[config.mk]
export PLATFORM = sky130hd
export DESIGN_NAME = eeprom_top
export DESIGN_NICKNAME = d
export VERILOG_FILES = /design/src/common/eeprom_pkg.sv /design/src/rtl/eeprom_sequencer.sv /design/src/rtl/eeprom_top.sv /design/src/serial_bus/serial_bus_engine.sv
export SDC_FILE = /design/constraint.sdc
export NUM_CORES = 1
export LEC_CHECK = 0
export BUFFER_PORTS_ARGS = -buffer_cell sky130_fd_sc_hd__buf_2
export CAP_MARGIN = 40
export CORE_AREA = 4 4 104 67
export DETAILED_ROUTE_END_ITERATION = 10
export DIE_AREA = 0 0 108 71
export PLACE_DENSITY = 0.77
export SLEW_MARGIN = 20
export SYNTH_ARGS = -nofsm -noshare
export SYNTH_HDL_FRONTEND = slang
export SYNTH_HIERARCHICAL = 1
export SYNTH_SLANG_ARGS = --single-unit
[constraint.sdc]
create_clock -name CLK -period 2.7 [get_ports CLK]
set_input_delay 0.27 -clock CLK [delete_from_list [all_inputs] [get_ports CLK]]
set_output_delay 0.27 -clock CLK [all_outputs]
set_load 0.02 [all_outputs]
[src/common/eeprom_pkg.sv]
// shared types for the two-wire EEPROM controller
package eeprom_pkg;

    // 11-bit byte address, top three bits go in the control byte
    typedef logic [10:0] eeprom_addr_t;

    localparam logic [3:0] DEVICE_CODE = 4'b1010;

    // direction bit at the end of the control byte
    localparam logic DIR_WR = 1'b0;
    localparam logic DIR_RD = 1'b1;

    typedef enum logic [1:0] {
        CMD_START = 2'd0,  // also repeated start when scl is low
        CMD_STOP  = 2'd1,
        CMD_WRITE = 2'd2,  // 8 bits out, 9th clock with sda released
        CMD_READ  = 2'd3   // 8 bits in, nack on the 9th clock
    } bus_cmd_e;

    // sequencer to bus engine request
    typedef struct packed {
        bus_cmd_e   cmd;
        logic [7:0] wr_byte;
    } bus_req_t;

    // control byte: device code, page bits, direction
    function automatic logic [7:0] ctrl_byte(input eeprom_addr_t addr, input logic dir);
        return {DEVICE_CODE, addr[10:8], dir};
    endfunction

endpackage

[src/rtl/eeprom_sequencer.sv]
`timescale 1ns/1ns
module eeprom_sequencer (
    input  logic                    CLK,
    input  logic                    RESET,
    input  logic                    wr,
    input  logic                    rd,
    input  eeprom_pkg::eeprom_addr_t addr,
    input  logic [7:0]              wr_data,
    input  logic                    req_done,
    input  logic [7:0]              rx_byte,
    output logic                    req_valid,
    output eeprom_pkg::bus_req_t    req,
    output logic [7:0]              rd_data,
    output logic                    ack,
    output logic                    busy
);
    import eeprom_pkg::*;

    // one-hot main states
    typedef enum logic [9:0] {
        ST_IDLE    = 10'b00_0000_0001,
        ST_START   = 10'b00_0000_0010,
        ST_CTRL_WR = 10'b00_0000_0100,
        ST_ADDR    = 10'b00_0000_1000,
        ST_DATA_WR = 10'b00_0001_0000,
        ST_RSTART  = 10'b00_0010_0000,
        ST_CTRL_RD = 10'b00_0100_0000,
        ST_DATA_RD = 10'b00_1000_0000,
        ST_STOP    = 10'b01_0000_0000,
        ST_ACKN    = 10'b10_0000_0000
    } seq_state_e;

    seq_state_e   state;
    eeprom_addr_t addr_q;
    logic [7:0]   data_q;
    logic         is_read;
    logic         start_op;

    // ack cycle also takes a new strobe
    assign start_op = (state == ST_IDLE || state == ST_ACKN) && (wr || rd);
    assign ack      = (state == ST_ACKN);
    assign busy     = !(state == ST_IDLE || state == ST_ACKN);

    always_ff @(posedge CLK)
    begin
        if (RESET)
        begin
            state     <= ST_IDLE;
            req_valid <= 1'b0;
            is_read   <= 1'b0;
            rd_data   <= 8'h00;
        end
        else
        begin
            req_valid <= 1'b0;
            case (state)
                ST_IDLE, ST_ACKN:
                    if (start_op)
                    begin
                        is_read   <= !wr; // wr wins
                        req_valid <= 1'b1;
                        state     <= ST_START;
                    end
                    else
                        state <= ST_IDLE;
                ST_START:
                    if (req_done)
                    begin
                        req_valid <= 1'b1;
                        state     <= ST_CTRL_WR;
                    end
                ST_CTRL_WR:
                    if (req_done)
                    begin
                        req_valid <= 1'b1;
                        state     <= ST_ADDR;
                    end
                ST_ADDR:
                    if (req_done)
                    begin
                        req_valid <= 1'b1;
                        state     <= is_read ? ST_RSTART : ST_DATA_WR;
                    end
                ST_DATA_WR, ST_DATA_RD:
                    if (req_done)
                    begin
                        req_valid <= 1'b1;
                        state     <= ST_STOP;
                    end
                ST_RSTART:
                    if (req_done)
                    begin
                        req_valid <= 1'b1;
                        state     <= ST_CTRL_RD;
                    end
                ST_CTRL_RD:
                    if (req_done)
                    begin
                        req_valid <= 1'b1;
                        state     <= ST_DATA_RD;
                    end
                ST_STOP:
                    if (req_done)
                    begin
                        if (is_read)
                            rd_data <= rx_byte;
                        state <= ST_ACKN;
                    end
                default:
                    state <= ST_IDLE;
            endcase
        end
    end

    // address and data taken at the strobe
    always_ff @(posedge CLK)
    begin
        if (start_op)
        begin
            addr_q <= addr;
            data_q <= wr_data;
        end
    end

    // bus request for the current state
    always_comb
    begin
        req.cmd     = CMD_WRITE;
        req.wr_byte = 8'h00;
        case (state)
            ST_START, ST_RSTART: req.cmd = CMD_START;
            ST_CTRL_WR:          req.wr_byte = ctrl_byte(addr_q, DIR_WR);
            ST_ADDR:             req.wr_byte = addr_q[7:0];
            ST_DATA_WR:          req.wr_byte = data_q;
            ST_CTRL_RD:          req.wr_byte = ctrl_byte(addr_q, DIR_RD);
            ST_DATA_RD:          req.cmd = CMD_READ;
            default:             req.cmd = CMD_STOP;
        endcase
    end

endmodule

[src/rtl/eeprom_top.sv]
`timescale 1ns/1ns
module eeprom_top #(
    parameter int CLK_DIV = 4  // clk cycles per scl half period
) (
    input  logic                    CLK,
    input  logic                    RESET,
    input  logic                    wr,
    input  logic                    rd,
    input  eeprom_pkg::eeprom_addr_t addr,
    input  logic [7:0]              wr_data,
    output logic [7:0]              rd_data,
    output logic                    ack,
    output logic                    busy,
    output logic                    scl,
    output logic                    sda_low,
    input  logic                    sda_in
);
    import eeprom_pkg::*;

    logic       req_valid;
    bus_req_t   req;
    logic       req_done;
    logic [7:0] rx_byte;

    eeprom_sequencer seq0 (
        .CLK       (CLK),
        .RESET     (RESET),
        .wr        (wr),
        .rd        (rd),
        .addr      (addr),
        .wr_data   (wr_data),
        .req_done  (req_done),
        .rx_byte   (rx_byte),
        .req_valid (req_valid),
        .req       (req),
        .rd_data   (rd_data),
        .ack       (ack),
        .busy      (busy)
    );

    serial_bus_engine #(
        .CLK_DIV (CLK_DIV)
    ) bus0 (
        .CLK       (CLK),
        .RESET     (RESET),
        .req_valid (req_valid),
        .req       (req),
        .sda_in    (sda_in),
        .req_done  (req_done),
        .rx_byte   (rx_byte),
        .scl       (scl),
        .sda_low   (sda_low)
    );

endmodule

[src/serial_bus/serial_bus_engine.sv]
`timescale 1ns/1ns
module serial_bus_engine #(
    parameter int CLK_DIV = 4
) (
    input  logic                CLK,
    input  logic                RESET,
    input  logic                req_valid,
    input  eeprom_pkg::bus_req_t req,
    input  logic                sda_in,
    output logic                req_done,
    output logic [7:0]          rx_byte,
    output logic                scl,
    output logic                sda_low
);
    import eeprom_pkg::*;

    localparam int CNT_W = (CLK_DIV > 2) ? $clog2(CLK_DIV) : 1;
    localparam logic [CNT_W-1:0] CNT_LAST = CNT_W'(CLK_DIV - 1);
    localparam logic [CNT_W-1:0] CNT_MID  = CNT_W'(CLK_DIV / 2);

    typedef enum logic [1:0] {
        E_IDLE,
        E_START,
        E_STOP,
        E_BYTE
    } eng_state_e;

    eng_state_e state;

    logic [CNT_W-1:0] cnt;      // clk count inside one phase
    logic [1:0]       step;     // phase index for start and stop
    logic             half;     // 0 = scl low half, 1 = scl high half
    logic [3:0]       bit_cnt;  // 0..8, bit 8 is the ack clock
    logic             is_rd;
    logic [7:0]       shreg;

    logic tick;
    logic sample;

    assign tick   = (cnt == CNT_LAST);
    assign sample = half && (cnt == CNT_MID); // middle of scl high

    always_ff @(posedge CLK)
    begin
        if (RESET)
        begin
            state    <= E_IDLE;
            cnt      <= '0;
            step     <= 2'd0;
            half     <= 1'b0;
            bit_cnt  <= 4'd0;
            is_rd    <= 1'b0;
            scl      <= 1'b1;
            sda_low  <= 1'b0;
            req_done <= 1'b0;
        end
        else
        begin
            req_done <= 1'b0;

            if (state == E_IDLE || tick)
                cnt <= '0;
            else
                cnt <= cnt + 1'b1;

            case (state)
                E_IDLE:
                    if (req_valid)
                    begin
                        step    <= 2'd0;
                        half    <= 1'b0;
                        bit_cnt <= 4'd0;
                        is_rd   <= (req.cmd == CMD_READ);
                        case (req.cmd)
                            CMD_START:
                            begin
                                scl     <= 1'b0; // sda released, scl low
                                sda_low <= 1'b0;
                                state   <= E_START;
                            end
                            CMD_STOP:
                            begin
                                scl     <= 1'b0;
                                sda_low <= 1'b1;
                                state   <= E_STOP;
                            end
                            default:
                                state <= E_BYTE;
                        endcase
                    end

                E_START:
                    if (tick)
                    begin
                        step <= step + 2'd1;
                        case (step)
                            2'd0: scl <= 1'b1;
                            2'd1: sda_low <= 1'b1; // start condition
                            2'd2: scl <= 1'b0;
                            default:
                            begin
                                req_done <= 1'b1;
                                state    <= E_IDLE;
                            end
                        endcase
                    end

                E_STOP:
                    if (tick)
                    begin
                        step <= step + 2'd1;
                        case (step)
                            2'd0: scl <= 1'b1;
                            2'd1: sda_low <= 1'b0; // stop condition, bus idle
                            default:
                            begin
                                req_done <= 1'b1;
                                state    <= E_IDLE;
                            end
                        endcase
                    end

                E_BYTE:
                begin
                    // sda moves one clk after scl fell
                    if (!half && cnt == '0)
                        sda_low <= !is_rd && (bit_cnt < 4'd8) && !shreg[7];
                    if (tick)
                    begin
                        if (!half)
                        begin
                            scl  <= 1'b1;
                            half <= 1'b1;
                        end
                        else
                        begin
                            scl     <= 1'b0;
                            half    <= 1'b0;
                            bit_cnt <= bit_cnt + 4'd1;
                            if (bit_cnt == 4'd8)
                            begin
                                req_done <= 1'b1;
                                state    <= E_IDLE;
                            end
                        end
                    end
                end

                default:
                    state <= E_IDLE;
            endcase
        end
    end

    // shift register, shared by byte out and byte in
    always_ff @(posedge CLK)
    begin
        if (state == E_IDLE && req_valid)
            shreg <= req.wr_byte;
        else if (state == E_BYTE && sample && bit_cnt < 4'd8)
            shreg <= {shreg[6:0], sda_in};

        if (state == E_BYTE && is_rd && tick && half && bit_cnt == 4'd8)
            rx_byte <= shreg; // held until next read
    end

endmodule

==> reports/qor.yml, run 1 <==
synthAdderAreaFrac: 0.0480
finalClockSkew_ns: 0.00980
synthCells: 307
rsz0062_at_grt: "no"
setup_violations: 0
fill_cells: 480
post_cts_resized: 0
cts_tree: "done"
firstDrtPassIters: 5
status: "completed"
port_buffers: 35
clockBufferDepth: 2
fmax_mhz: 418
holdCritStartpoint: "addr[2]"
die_h_um: 71
syn-num-nets: 344
path_class: "flop to flop"
num-nets-final: 382
arrival_ns: 2.65
timing.rr.end: "bus0/state[0]"
r2r_setup_slack_ns: 0.31
detailroute.via_count: 2546
met1Wirelength_mm: 3.48
io_pins: 36
drcViolationCount: 0
synth_top_family_by_area: "simple AND/OR/NAND/NOR gates"
period_share: 0.886
synthFlopType: "edfxtp_1"
syn_to_final_growth_pct: 13.2
dp_cells: 418
worst_slew_pin_slew_ns: 0.716
htreeDepth: 3
via_per_inst: 5.87
end_kind: "flop"
synthMuxAreaShare: 0.0591
tns_ns: 0
mostFrequentLayoutCells: "35 x dfxtp_1, 35 x edfxtp_1, 35 x buf_2"
place_congestion: 0.877
num_rows: 22
hold_viol_final: 0
wl_mm: 7.20
instances_no_fill: 434
coreArea_um2: 5970
cts_sinks: 70
synth_edf_count: 35
slew_violations: 0
synth-seq-cells: 70
cts_root_buf: "clkbuf_8"
grt_overflow: 0
synthesis.area_um2: 3390
ir_drop_uv: 426
final_layout_size_suffix_gt1_frac: 0.220
synth_xor_area_frac: 0.0155
cts_hold_buf: 0
start_util: 0.567
r2r_cells: 8
synth_cell_types: 61
wl_met2_mm: 3.06
dr.first_iter.drc_count: 179
crit_fanout: 13
post_cts_buffers: 0
die-width_um: 108
p_per_area_nw_per_um2: 643
dr.max_layer_used: "met4"
leakage_nw: 1.41
ys_async_sr_fraction: 0
startpoint_type: "flop"
p_total_mw: 2.47
wire_per_inst_um: 16.6
dieArea_um2: 7670
yosys_warnings: 6
track_usage: 0.202
syn_area_per_cell_um2: 11.0
clk_pin_slew_ns: 0.08
ant_nets: 0
cts_buffers: 9
antennaDiodeCount: 0
synth_seq_area_share: 0.517
min_path_cells: 1
synthSimpleGateAreaFrac: 0.164
hold_end: "seq0/addr_q[2]"
finalCriticalPeriod_ns: 2.39
clkLatencyLatePin_ns: 0.35
maxCapViolations: 0
grt_pass1_wl_mm: 11.8
grt_pass1_vias: 2413
max_slew_margin: 0.520
timing.rr.start: "seq0/state[4]"
hpwl_mm: 5.09
synth_compound_area_frac: 0.156
hold_class: "input pin to flop"
antenna_found_initial: 0
wl_met3_um: 560
cp.required_ns: 2.96
grt_max_degree: 36
Yosys cell counts (2+ instances only):
| cell | count | area (µm²) |
|---|---|---|
| edfxtp_1 | 35 | 1050 |
| mux2i_1 | 11 | 110 |
| nand4_1 | 3 | 18.8 |
| ha_1 | 13 | 163 |
| buf_4 | 2 | 15.0 |
| dfxtp_1 | 35 | 701 |
| inv_1 | 18 | 67.6 |
| mux2_2 | 8 | 90.1 |
| o31ai_1 | 3 | 22.5 |
| nor3b_1 | 2 | 15.0 |
| buf_2 | 2 | 10.0 |
| o21bai_1 | 2 | 15.0 |
| nor3_2 | 2 | 20.0 |
| nor2b_1 | 3 | 18.8 |
| nor2_1 | 27 | 101 |
| nor3_1 | 11 | 55.1 |
| a221o_1 | 4 | 40.0 |
| nand4b_1 | 2 | 17.5 |
| xor2_1 | 3 | 26.3 |
| o31a_1 | 2 | 17.5 |
| clkbuf_1 | 6 | 22.5 |
| and4b_1 | 2 | 20.0 |
| nand2_1 | 17 | 63.8 |
| a222oi_1 | 3 | 30.0 |
| nand2b_1 | 9 | 56.3 |
| nand3b_1 | 3 | 22.5 |
| a31oi_1 | 2 | 12.5 |
| buf_6 | 2 | 22.5 |
| a22o_1 | 2 | 17.5 |
| and3_1 | 3 | 18.8 |
| nand3_1 | 4 | 20.0 |
| a21o_1 | 3 | 22.5 |
| xnor2_1 | 3 | 26.3 |
| a21oi_1 | 14 | 70.1 |
| or4_1 | 2 | 15.0 |
| o211ai_1 | 7 | 52.6 |
| o21ai_0 | 13 | 65.1 |
layout make-up:
type,instances,area [µm²],area share
clock buffers,11,163,0.0424
clock inverters,5,37.5,0.00979
inverters,18,67.6,0.0176
multi-input cells,207,1500,0.392
flip-flops and latches,70,1750,0.457
well taps,84,105,0.0274
repair buffers,39,205,0.0535
metal layers:
layer  track usage  up-vias
met5             0        -
met4        0.0504        0
met3        0.0820        9
met2         0.289       93
met1         0.286     1229
li1              -     1215
worst max path at each step:
stage | from | end | slack, ns | cells past startpoint
after floorplan | seq0/state[4] | bus0/state[0] | 0.59 | 9
after global placement | seq0/state[4] | bus0/state[0] | 0.48 | 8
final | seq0/state[4] | bus0/state[0] | 0.31 | 8
after global routing | seq0/state[4] | bus0/state[0] | 0.15 | 8
after CTS | seq0/state[4] | bus0/state[0] | 0.33 | 8
after detailed placement | seq0/state[4] | bus0/state[0] | 0.36 | 8
cells by family (layout without fill, tap and decap cells):
logic type / after synthesis / count (layout)
simple gates: 99 / 99
compound gates: 70 / 70
flops: 70 / 70
buf+inv: 30 / 73
mux: 19 / 19
fa+ha+maj: 13 / 13
xor+xnor: 6 / 6
worst max-delay path: stages (launching register included):
cell      delay (ns)
dfxtp_1         0.39
or3_4           0.44
a21o_1          0.21
a21oi_4         0.34
o21ai_0         0.24
nand2b_1        0.15
nand2_1         0.06
or4_1           0.41
o31ai_1         0.08
power breakdown:
part / total [mW] / switching [mW] / leakage [nW] / internal, mW
logic: 0.385 / 0.227 / 0.694 / 0.158
clock network: 0.829 / 0.410 / 0.0975 / 0.419
registers: 1.25 / 0.0456 / 0.615 / 1.21
flip-flops by register name (all words and copies together), names as in the netlist:
signal	flops
seq0/addr_q	11
seq0/state	10
bus0/rx_byte	8
bus0/shreg	8
seq0/data_q	8
seq0/rd_data	8
bus0/bit_cnt	4
bus0/cnt	2
bus0/state	2
bus0/step	2
bus0/half	1
bus0/is_rd	1
bus0/req_done	1
bus0/scl	1
bus0/sda_low	1
seq0/is_read	1
seq0/req_valid	1
stage by stage:
stage / hold WS (ns) / setup WS, ns / utilization / cell area [µm²]
floorplan: 0.367 / 0.587 / - / 3390
global placement: 0.435 / 0.479 / 0.607 / 3630
detailed placement: 0.437 / 0.362 / 0.608 / 3630
CTS: 0.0773 / 0.334 / 0.642 / 3830
global route: 0.0597 / 0.148 / 0.642 / 3830
finish: 0.0911 / 0.307 / 0.642 / 3830
No activity file was read; power rests on OpenSTA's default activity.
==> inputs of run 2 (changes only) <==
--- a/config.mk
+++ b/config.mk
@@ -14,5 +14,4 @@
 export SLEW_MARGIN = 20
 export SYNTH_ARGS = -nofsm -noshare
 export SYNTH_HDL_FRONTEND = slang
-export SYNTH_HIERARCHICAL = 1
 export SYNTH_SLANG_ARGS = --single-unit
==> run 2 against run 1 <==
  * Maximum frequency is 1.8% lower
  * Sequential power hardly changed
  * Total power is 2.1% lower
  * Die area stayed put
  * Design area is 0.59% lower
  * Flip-flop and latch count stayed put
  * Synthesized cell count is 8.5% higher
  * First-iteration DRC count is 58% higher
  * Routed wire length is 0.26% lower
  * Largest cell class unchanged
  * Largest power group unchanged
==> reports/qor.yml, run 2 <==
status: "completed"  # unchanged
hold_viol_final: 0  # unchanged
synthAdderAreaFrac: 0.0479  # was 0.0480
synth_top_family_by_area: "simple AND/OR/NAND/NOR gates"  # unchanged
rsz0062_at_grt: "no"  # unchanged
timing.rr.start: "seq0.state[1]"  # was seq0/state[4]
end_kind: "flop"  # unchanged
ir_drop_uv: 444  # was 426 µV
synthMuxAreaShare: 0.0324  # was 0.0591
largest_register: "seq0.addr_q"  # was seq0/addr_q
postPlaceCellArea_um2: 3630  # about the same
grt_overflow: 0  # unchanged
synthesis.area_um2: 3390  # about the same
mostFrequentLayoutCells: "35 x dfxtp_1, 35 x edfxtp_1, 35 x buf_2"  # unchanged
wl_mm: 7.18  # was 7.20 mm
die_h_um: 71  # unchanged
synth_xor_area_frac: 0.0232  # was 0.0155
via_per_inst: 5.84  # was 5.87
synthFlopType: "edfxtp_1"  # unchanged
ys_async_sr_fraction: 0  # unchanged
maxCapViolations: 0  # unchanged
worst_slew_pin_slew_ns: 0.639  # was 0.716 ns
crit_fanout: 10  # was 13
cts_sinks: 70  # unchanged
yosys_warnings: 0  # was 6
htreeDepth: 3  # unchanged
period_share: 0.902  # was 0.886
cts_tree: "done"  # unchanged
hpwl_mm: 5.12  # was 5.09 mm
clk_pin_slew_ns: 0.08  # about the same
largest_registers: "seq0.addr_q (11), seq0.state (10)"  # was seq0/addr_q (11), seq0/state (10)
dr.first_iter.drc_count: 282  # was 179
p_total_mw: 2.41  # was 2.47 mW
cp.required_ns: 2.89  # was 2.96 ns
cts_buffers: 9  # unchanged
firstDrtPassIters: 5  # unchanged
detailroute.via_count: 2665  # was 2546
antenna_found_initial: 0  # unchanged
drcViolationCount: 0  # unchanged
clkLatencyLatePin_ns: 0.34  # was 0.35 ns
cts_hold_buf: 0  # unchanged
slew_violations: 0  # unchanged
start_util: 0.568  # was 0.567
clockBufferDepth: 2  # unchanged
ant_nets: 0  # unchanged
yosys-top-cells-count: "35 x dfxtp_1, 35 x edfxtp_1, 27 x nand2_1, 27 x nor2_1, 19 x a21oi_1"  # was 35 x dfxtp_1, 35 x edfxtp_1, 27 x nor2_1
path_class: "flop to flop"  # unchanged
holdCritStartpoint: "wr_data[0]"  # was addr[2]
design_area_um2: 3810  # was 3830 µm²
grt_pass1_vias: 2392  # was 2413
synth-seq-cells: 70  # unchanged
yosysTopAreaCell: "edfxtp_1"  # unchanged
largest_register_ff_count: 11  # unchanged
synth_top_area_frac: 0.310  # about the same
p_per_area_nw_per_um2: 634  # was 643 nW/µm²
final_layout_size_suffix_gt1_frac: 0.175  # was 0.220
finalClockSkew_ns: 0.00881  # was 0.00980 ns
synth_edf_count: 35  # unchanged
setup_violations: 0  # unchanged
synth_compound_area_frac: 0.153  # was 0.156
post_cts_resized: 0  # unchanged
post-route-util: 0.638  # was 0.642
r2r_setup_slack_ns: 0.26  # was 0.31 ns
fmax_mhz: 410  # was 418 MHz
post_cts_buffers: 0  # unchanged
io_pins: 36  # unchanged
synthCells: 333  # was 307
synthSimpleGateAreaFrac: 0.180  # was 0.164
synth_cell_types: 50  # was 61
num-nets-final: 404  # was 382
antennaDiodeCount: 0  # unchanged
startpoint_type: "flop"  # unchanged
syn_to_final_growth_pct: 12.2  # was 13.2%
dieArea_um2: 7670  # unchanged
place_congestion: 0.921  # was 0.877
die-width_um: 108  # unchanged
hold_class: "input pin to flop"  # unchanged
finalCriticalPeriod_ns: 2.44  # was 2.39 ns
cts_root_buf: "clkbuf_8"  # unchanged
synthTopCellsByArea: "edfxtp_1 31%, dfxtp_1 21%, ha_1 4.8%"  # unchanged
wire_per_inst_um: 15.8  # was 16.6 µm
leakage_nw: 1.47  # was 1.41 nW
arrival_ns: 2.63  # was 2.65 ns
port_buffers: 35  # unchanged
coreArea_um2: 5970  # unchanged
tns_ns: 0  # unchanged
syn-num-nets: 370  # was 344
num_rows: 22  # unchanged
max_slew_margin: 0.571  # was 0.520
grt_pass1_wl_mm: 11.8  # about the same
synth_seq_area_share: 0.516  # was 0.517
syn_area_per_cell_um2: 10.2  # was 11.0 µm²
crit_start: "seq0.state[1]"  # was seq0/state[4]
track_usage: 0.196  # was 0.202
grt_max_degree: 33  # was 36
## run 2: worst paths after layout
check	end	cells after the start
hold / removal	seq0.data_q[0]	1
setup reg to reg	bus0.shreg[3]	5
setup / recovery	bus0.shreg[3]	5
hold reg to reg	bus0.rx_byte[6]	0
## run 2: cell families after synthesis
| family | Yosys count |
|---|---|
| buffers and inverters | 36 |
| AOI/OAI and AO/OA | 80 |
| DFF | 70 |
| xor gates and xnor gates | 9 |
| adders and majority gates | 13 |
| and+or+nand+nor | 114 |
| muxes | 11 |
## run 2: through the flow
step	std cells	setup WS, ns	hold slack, ns
floorplan	333	0.459	0.367
global placement	440	0.435	0.438
detailed placement	440	0.319	0.442
CTS	456	0.283	0.0865
global route	456	0.156	0.0777
finish	456	0.264	0.0980
## run 2: layer usage
| layer | vias to the layer above | GRT usage | wire (µm) |
|---|---|---|---|
| li1 | 1298 | - | - |
| met1 | 1226 | 0.289 | 3350 |
| met2 | 133 | 0.275 | 3050 |
| met3 | 8 | 0.0620 | 735 |
| met4 | 0 | 0.0588 | 40 |
| met5 | - | 0 | 0 |
## run 2: final cells by class
class                   count  area [µm²]
flip-flops and latches     70        1750
multi-input cells         227        1480
inverters                  16        60.1
repair buffers             43         235
clock inverters             6        47.5
clock buffers              10         128
well taps                  84         105
fillers                   517        2160
## run 2: power breakdown
group	total (mW)	leakage [nW]	switching [mW]	internal, mW
registers	1.27	0.615	0.0507	1.22
logic	0.401	0.777	0.249	0.152
clock network	0.746	0.0751	0.408	0.337
## run 2: worst max-delay path: stages (launching register included)
cell and delay, ns:
dfxtp_1 0.42, or4_4 0.60, or3_4 0.39, nor4_4 0.50, a222oi_1 0.20, o21ai_1 0.18
==> inputs of run 3 (changes only) <==
--- a/config.mk
+++ b/config.mk
@@ -7,10 +7,10 @@
 export LEC_CHECK = 0
 export BUFFER_PORTS_ARGS = -buffer_cell sky130_fd_sc_hd__buf_2
 export CAP_MARGIN = 40
-export CORE_AREA = 4 4 104 67
+export CORE_AREA = 4 4 109 69
 export DETAILED_ROUTE_END_ITERATION = 10
-export DIE_AREA = 0 0 108 71
-export PLACE_DENSITY = 0.77
+export DIE_AREA = 0 0 113 73
+export PLACE_DENSITY = 0.75
 export SLEW_MARGIN = 20
 export SYNTH_ARGS = -nofsm -noshare
 export SYNTH_HDL_FRONTEND = slang
==> constraint.sdc (replaced) <==
create_clock -name CLK -period 1.95 [get_ports CLK]
set_input_delay 0.195 -clock CLK [delete_from_list [all_inputs] [get_ports CLK]]
set_output_delay 0.195 -clock CLK [all_outputs]
set_load 0.02 [all_outputs]
==> run 3 against run 2 <==
  * The flow now finishes with violations (negative setup slack)
  * Routed wire length increased by 11%
  * Final cell count increased by 8.1%
  * Flip-flop and latch count unchanged
  * Clock-buffer cell count increased by 2
  * Clock power increased by 82%
  * Largest power group unchanged
  * Highest routed layer unchanged
==> reports/qor.yml, run 3 (synthesized netlist as in run 2, its figures left out) <==
cts_root_buf: "clkbuf_8"  # unchanged
drcViolationCount: 0  # unchanged
syn_to_final_growth_pct: 23.7  # was 12.2%
die-width_um: 113  # was 108 µm
fmax_mhz: 482  # was 410 MHz
num-nets-final: 438  # was 404
clk_pin_slew_ns: 0.07  # was 0.08 ns
grt_pass1_wl_mm: 13.0  # was 11.8 mm
largest_register: "seq0.addr_q"  # unchanged
dieArea_um2: 8250  # was 7670 µm²
timing.rr.start: "seq0.state[0]"  # was seq0.state[1]
tns_ns: -0.599  # was 0 ns
dp_cells: 467  # was 440
dr.first_iter.drc_count: 264  # was 282
num_rows: 23  # was 22
place_congestion: 0.905  # was 0.921
arrival_ns: 2.26  # was 2.63 ns
worst_slew_pin_slew_ns: 0.464  # was 0.639 ns
failed_checks: "negative setup slack"
clockBufferDepth: 2  # unchanged
setup_violations: 8  # was 0
hold_class: "input pin to flop"  # unchanged
detailroute.via_count: 2822  # was 2665
grt_pass1_vias: 2690  # was 2392
startpoint_type: "flop"  # unchanged
hold_viol_final: 0  # unchanged
largest_register_ff_count: 11  # unchanged
slew_violations: 0  # unchanged
p_per_area_nw_per_um2: 890  # was 634 nW/µm²
p_total_mw: 3.74  # was 2.41 mW
end_kind: "flop"  # unchanged
die_h_um: 73  # was 71 µm
leakage_nw: 1.69  # was 1.47 nW
ir_drop_uv: 781  # was 444 µV
status: "finished with violations"  # was completed
coreArea_um2: 6530  # was 5970 µm²
htreeDepth: 3  # unchanged
min_path_cells: 1  # unchanged
firstDrtPassIters: 5  # unchanged
antenna_found_initial: 0  # unchanged
io_pins: 36  # unchanged
via_per_inst: 5.72  # was 5.84
r2r_cells: 6  # was 5
grt_overflow: 0  # unchanged
timing.rr.end: "bus0.shreg[0]"  # was bus0.shreg[3]
rsz0062_at_grt: "yes"  # was no
port_buffers: 35  # unchanged
track_usage: 0.206  # was 0.196
ant_nets: 0  # unchanged
cts_sinks: 70  # unchanged
finalClockSkew_ns: 0.0113  # was 0.00881 ns
r2r_setup_slack_ns: -0.12  # was 0.26 ns
mostFrequentLayoutCells: "35 x edfxtp_1, 35 x buf_4, 35 x buf_2"  # was 35 x dfxtp_1, 35 x edfxtp_1, 35 x buf_2
maxCapViolations: 0  # unchanged
max_slew_margin: 0.683  # was 0.571
grt_max_degree: 25  # was 33
path_class: "flop to flop"  # unchanged
holdCritStartpoint: "addr[5]"  # was wr_data[0]
instances_no_fill: 493  # was 456
hold_end: "seq0.addr_q[5]"  # was seq0.data_q[0]
wire_per_inst_um: 16.1  # was 15.8 µm
period_share: 1.06  # was 0.902
cp.required_ns: 2.14  # was 2.89 ns
worst_hold_slack_ns: 0.0176  # was 0.0980 ns
start_util: 0.520  # was 0.568
antennaDiodeCount: 0  # unchanged
hpwl_mm: 5.55  # was 5.12 mm
cts_tree: "done"  # unchanged
largest_registers: "seq0.addr_q (11), seq0.state (10)"  # unchanged
finalCriticalPeriod_ns: 2.07  # was 2.44 ns
crit_fanout: 5  # was 10
clkLatencyLatePin_ns: 0.35  # was 0.34 ns
final_layout_size_suffix_gt1_frac: 0.254  # was 0.175
wl_mm: 7.94  # was 7.18 mm
fin_ws_ns: -0.124  # was 0.264 ns
cts_buffers: 9  # unchanged
[run 3: changes by cell type in the layout (fill, tap and decap cells not counted), moves of 3 or more]
cell,change
clkinvlp_4,-4
dfxtp_2,+3
buf_4,+27
bufinv_16,+3
dfxtp_1,-3
dlygate4sd3_1,+4
[run 3: per-layer routing]
layer	global-route usage	vias up	routed length (µm)
li1	-	1364	-
met1	0.285	1337	3750
met2	0.291	108	3340
met3	0.0804	13	719
met4	0.0773	0	130
met5	0	-	0
[run 3: worst max path at each step]
stage | slack [ns] | endpoint | cells past startpoint | startpoint
after floorplan | -0.22 | bus0.shreg[1] | 7 | seq0.state[1]
after global placement | -0.11 | bus0.shreg[3] | 5 | seq0.state[0]
after detailed placement | -0.21 | bus0.shreg[1] | 5 | seq0.state[0]
after CTS | -0.14 | bus0.shreg[1] | 6 | seq0.state[0]
after global routing | -0.22 | bus0.shreg[1] | 6 | seq0.state[0]
final | -0.12 | bus0.shreg[0] | 6 | seq0.state[0]
[run 3: layout make-up]
| cell class | count | area, µm² |
|---|---|---|
| Timing Repair Buffer | 77 | 529 |
| Clock buffer | 12 | 135 |
| Sequential cell | 70 | 1760 |
| Tap cell | 87 | 109 |
| Inverter | 16 | 60.1 |
| Fill cell | 509 | 2330 |
| Clock inverter | 4 | 95.1 |
| Multi-Input combinational cell | 227 | 1510 |
[run 3: worst max-delay path, stage by stage (launching register included)]
cell     delay (ns)
dfxtp_2        0.32
or4_4          0.54
or3_4          0.38
nor4_4         0.20
buf_6          0.17
a22oi_1        0.12
o21ai_1        0.19
[run 3: timing repair]
item | CTS | global route
endpoints found under the setup margin | 11 | 42
endpoints found under the hold margin | 4 | 0
pin swaps | 3 | 10
gates cloned | 1 | 0
hold buffers | 4 | 0
gates resized for setup | 3 | 10
setup buffers | 5 | 1
[run 3: per-stage QoR]
step | setup slack [ns] | instance area (µm²) | utilization
after floorplan | -0.220 | 3390 | -
after global placement | -0.113 | 3830 | 0.586
after detailed placement | -0.215 | 3830 | 0.586
after CTS | -0.143 | 4160 | 0.637
after global routing | -0.221 | 4200 | 0.643
final | -0.124 | 4200 | 0.643
[run 3: where the power goes]
part | switching, mW | internal (mW)
Combinational | 0.373 | 0.253
Clock | 0.514 | 0.849
Sequential | 0.0617 | 1.69
Total | 0.949 | 2.79
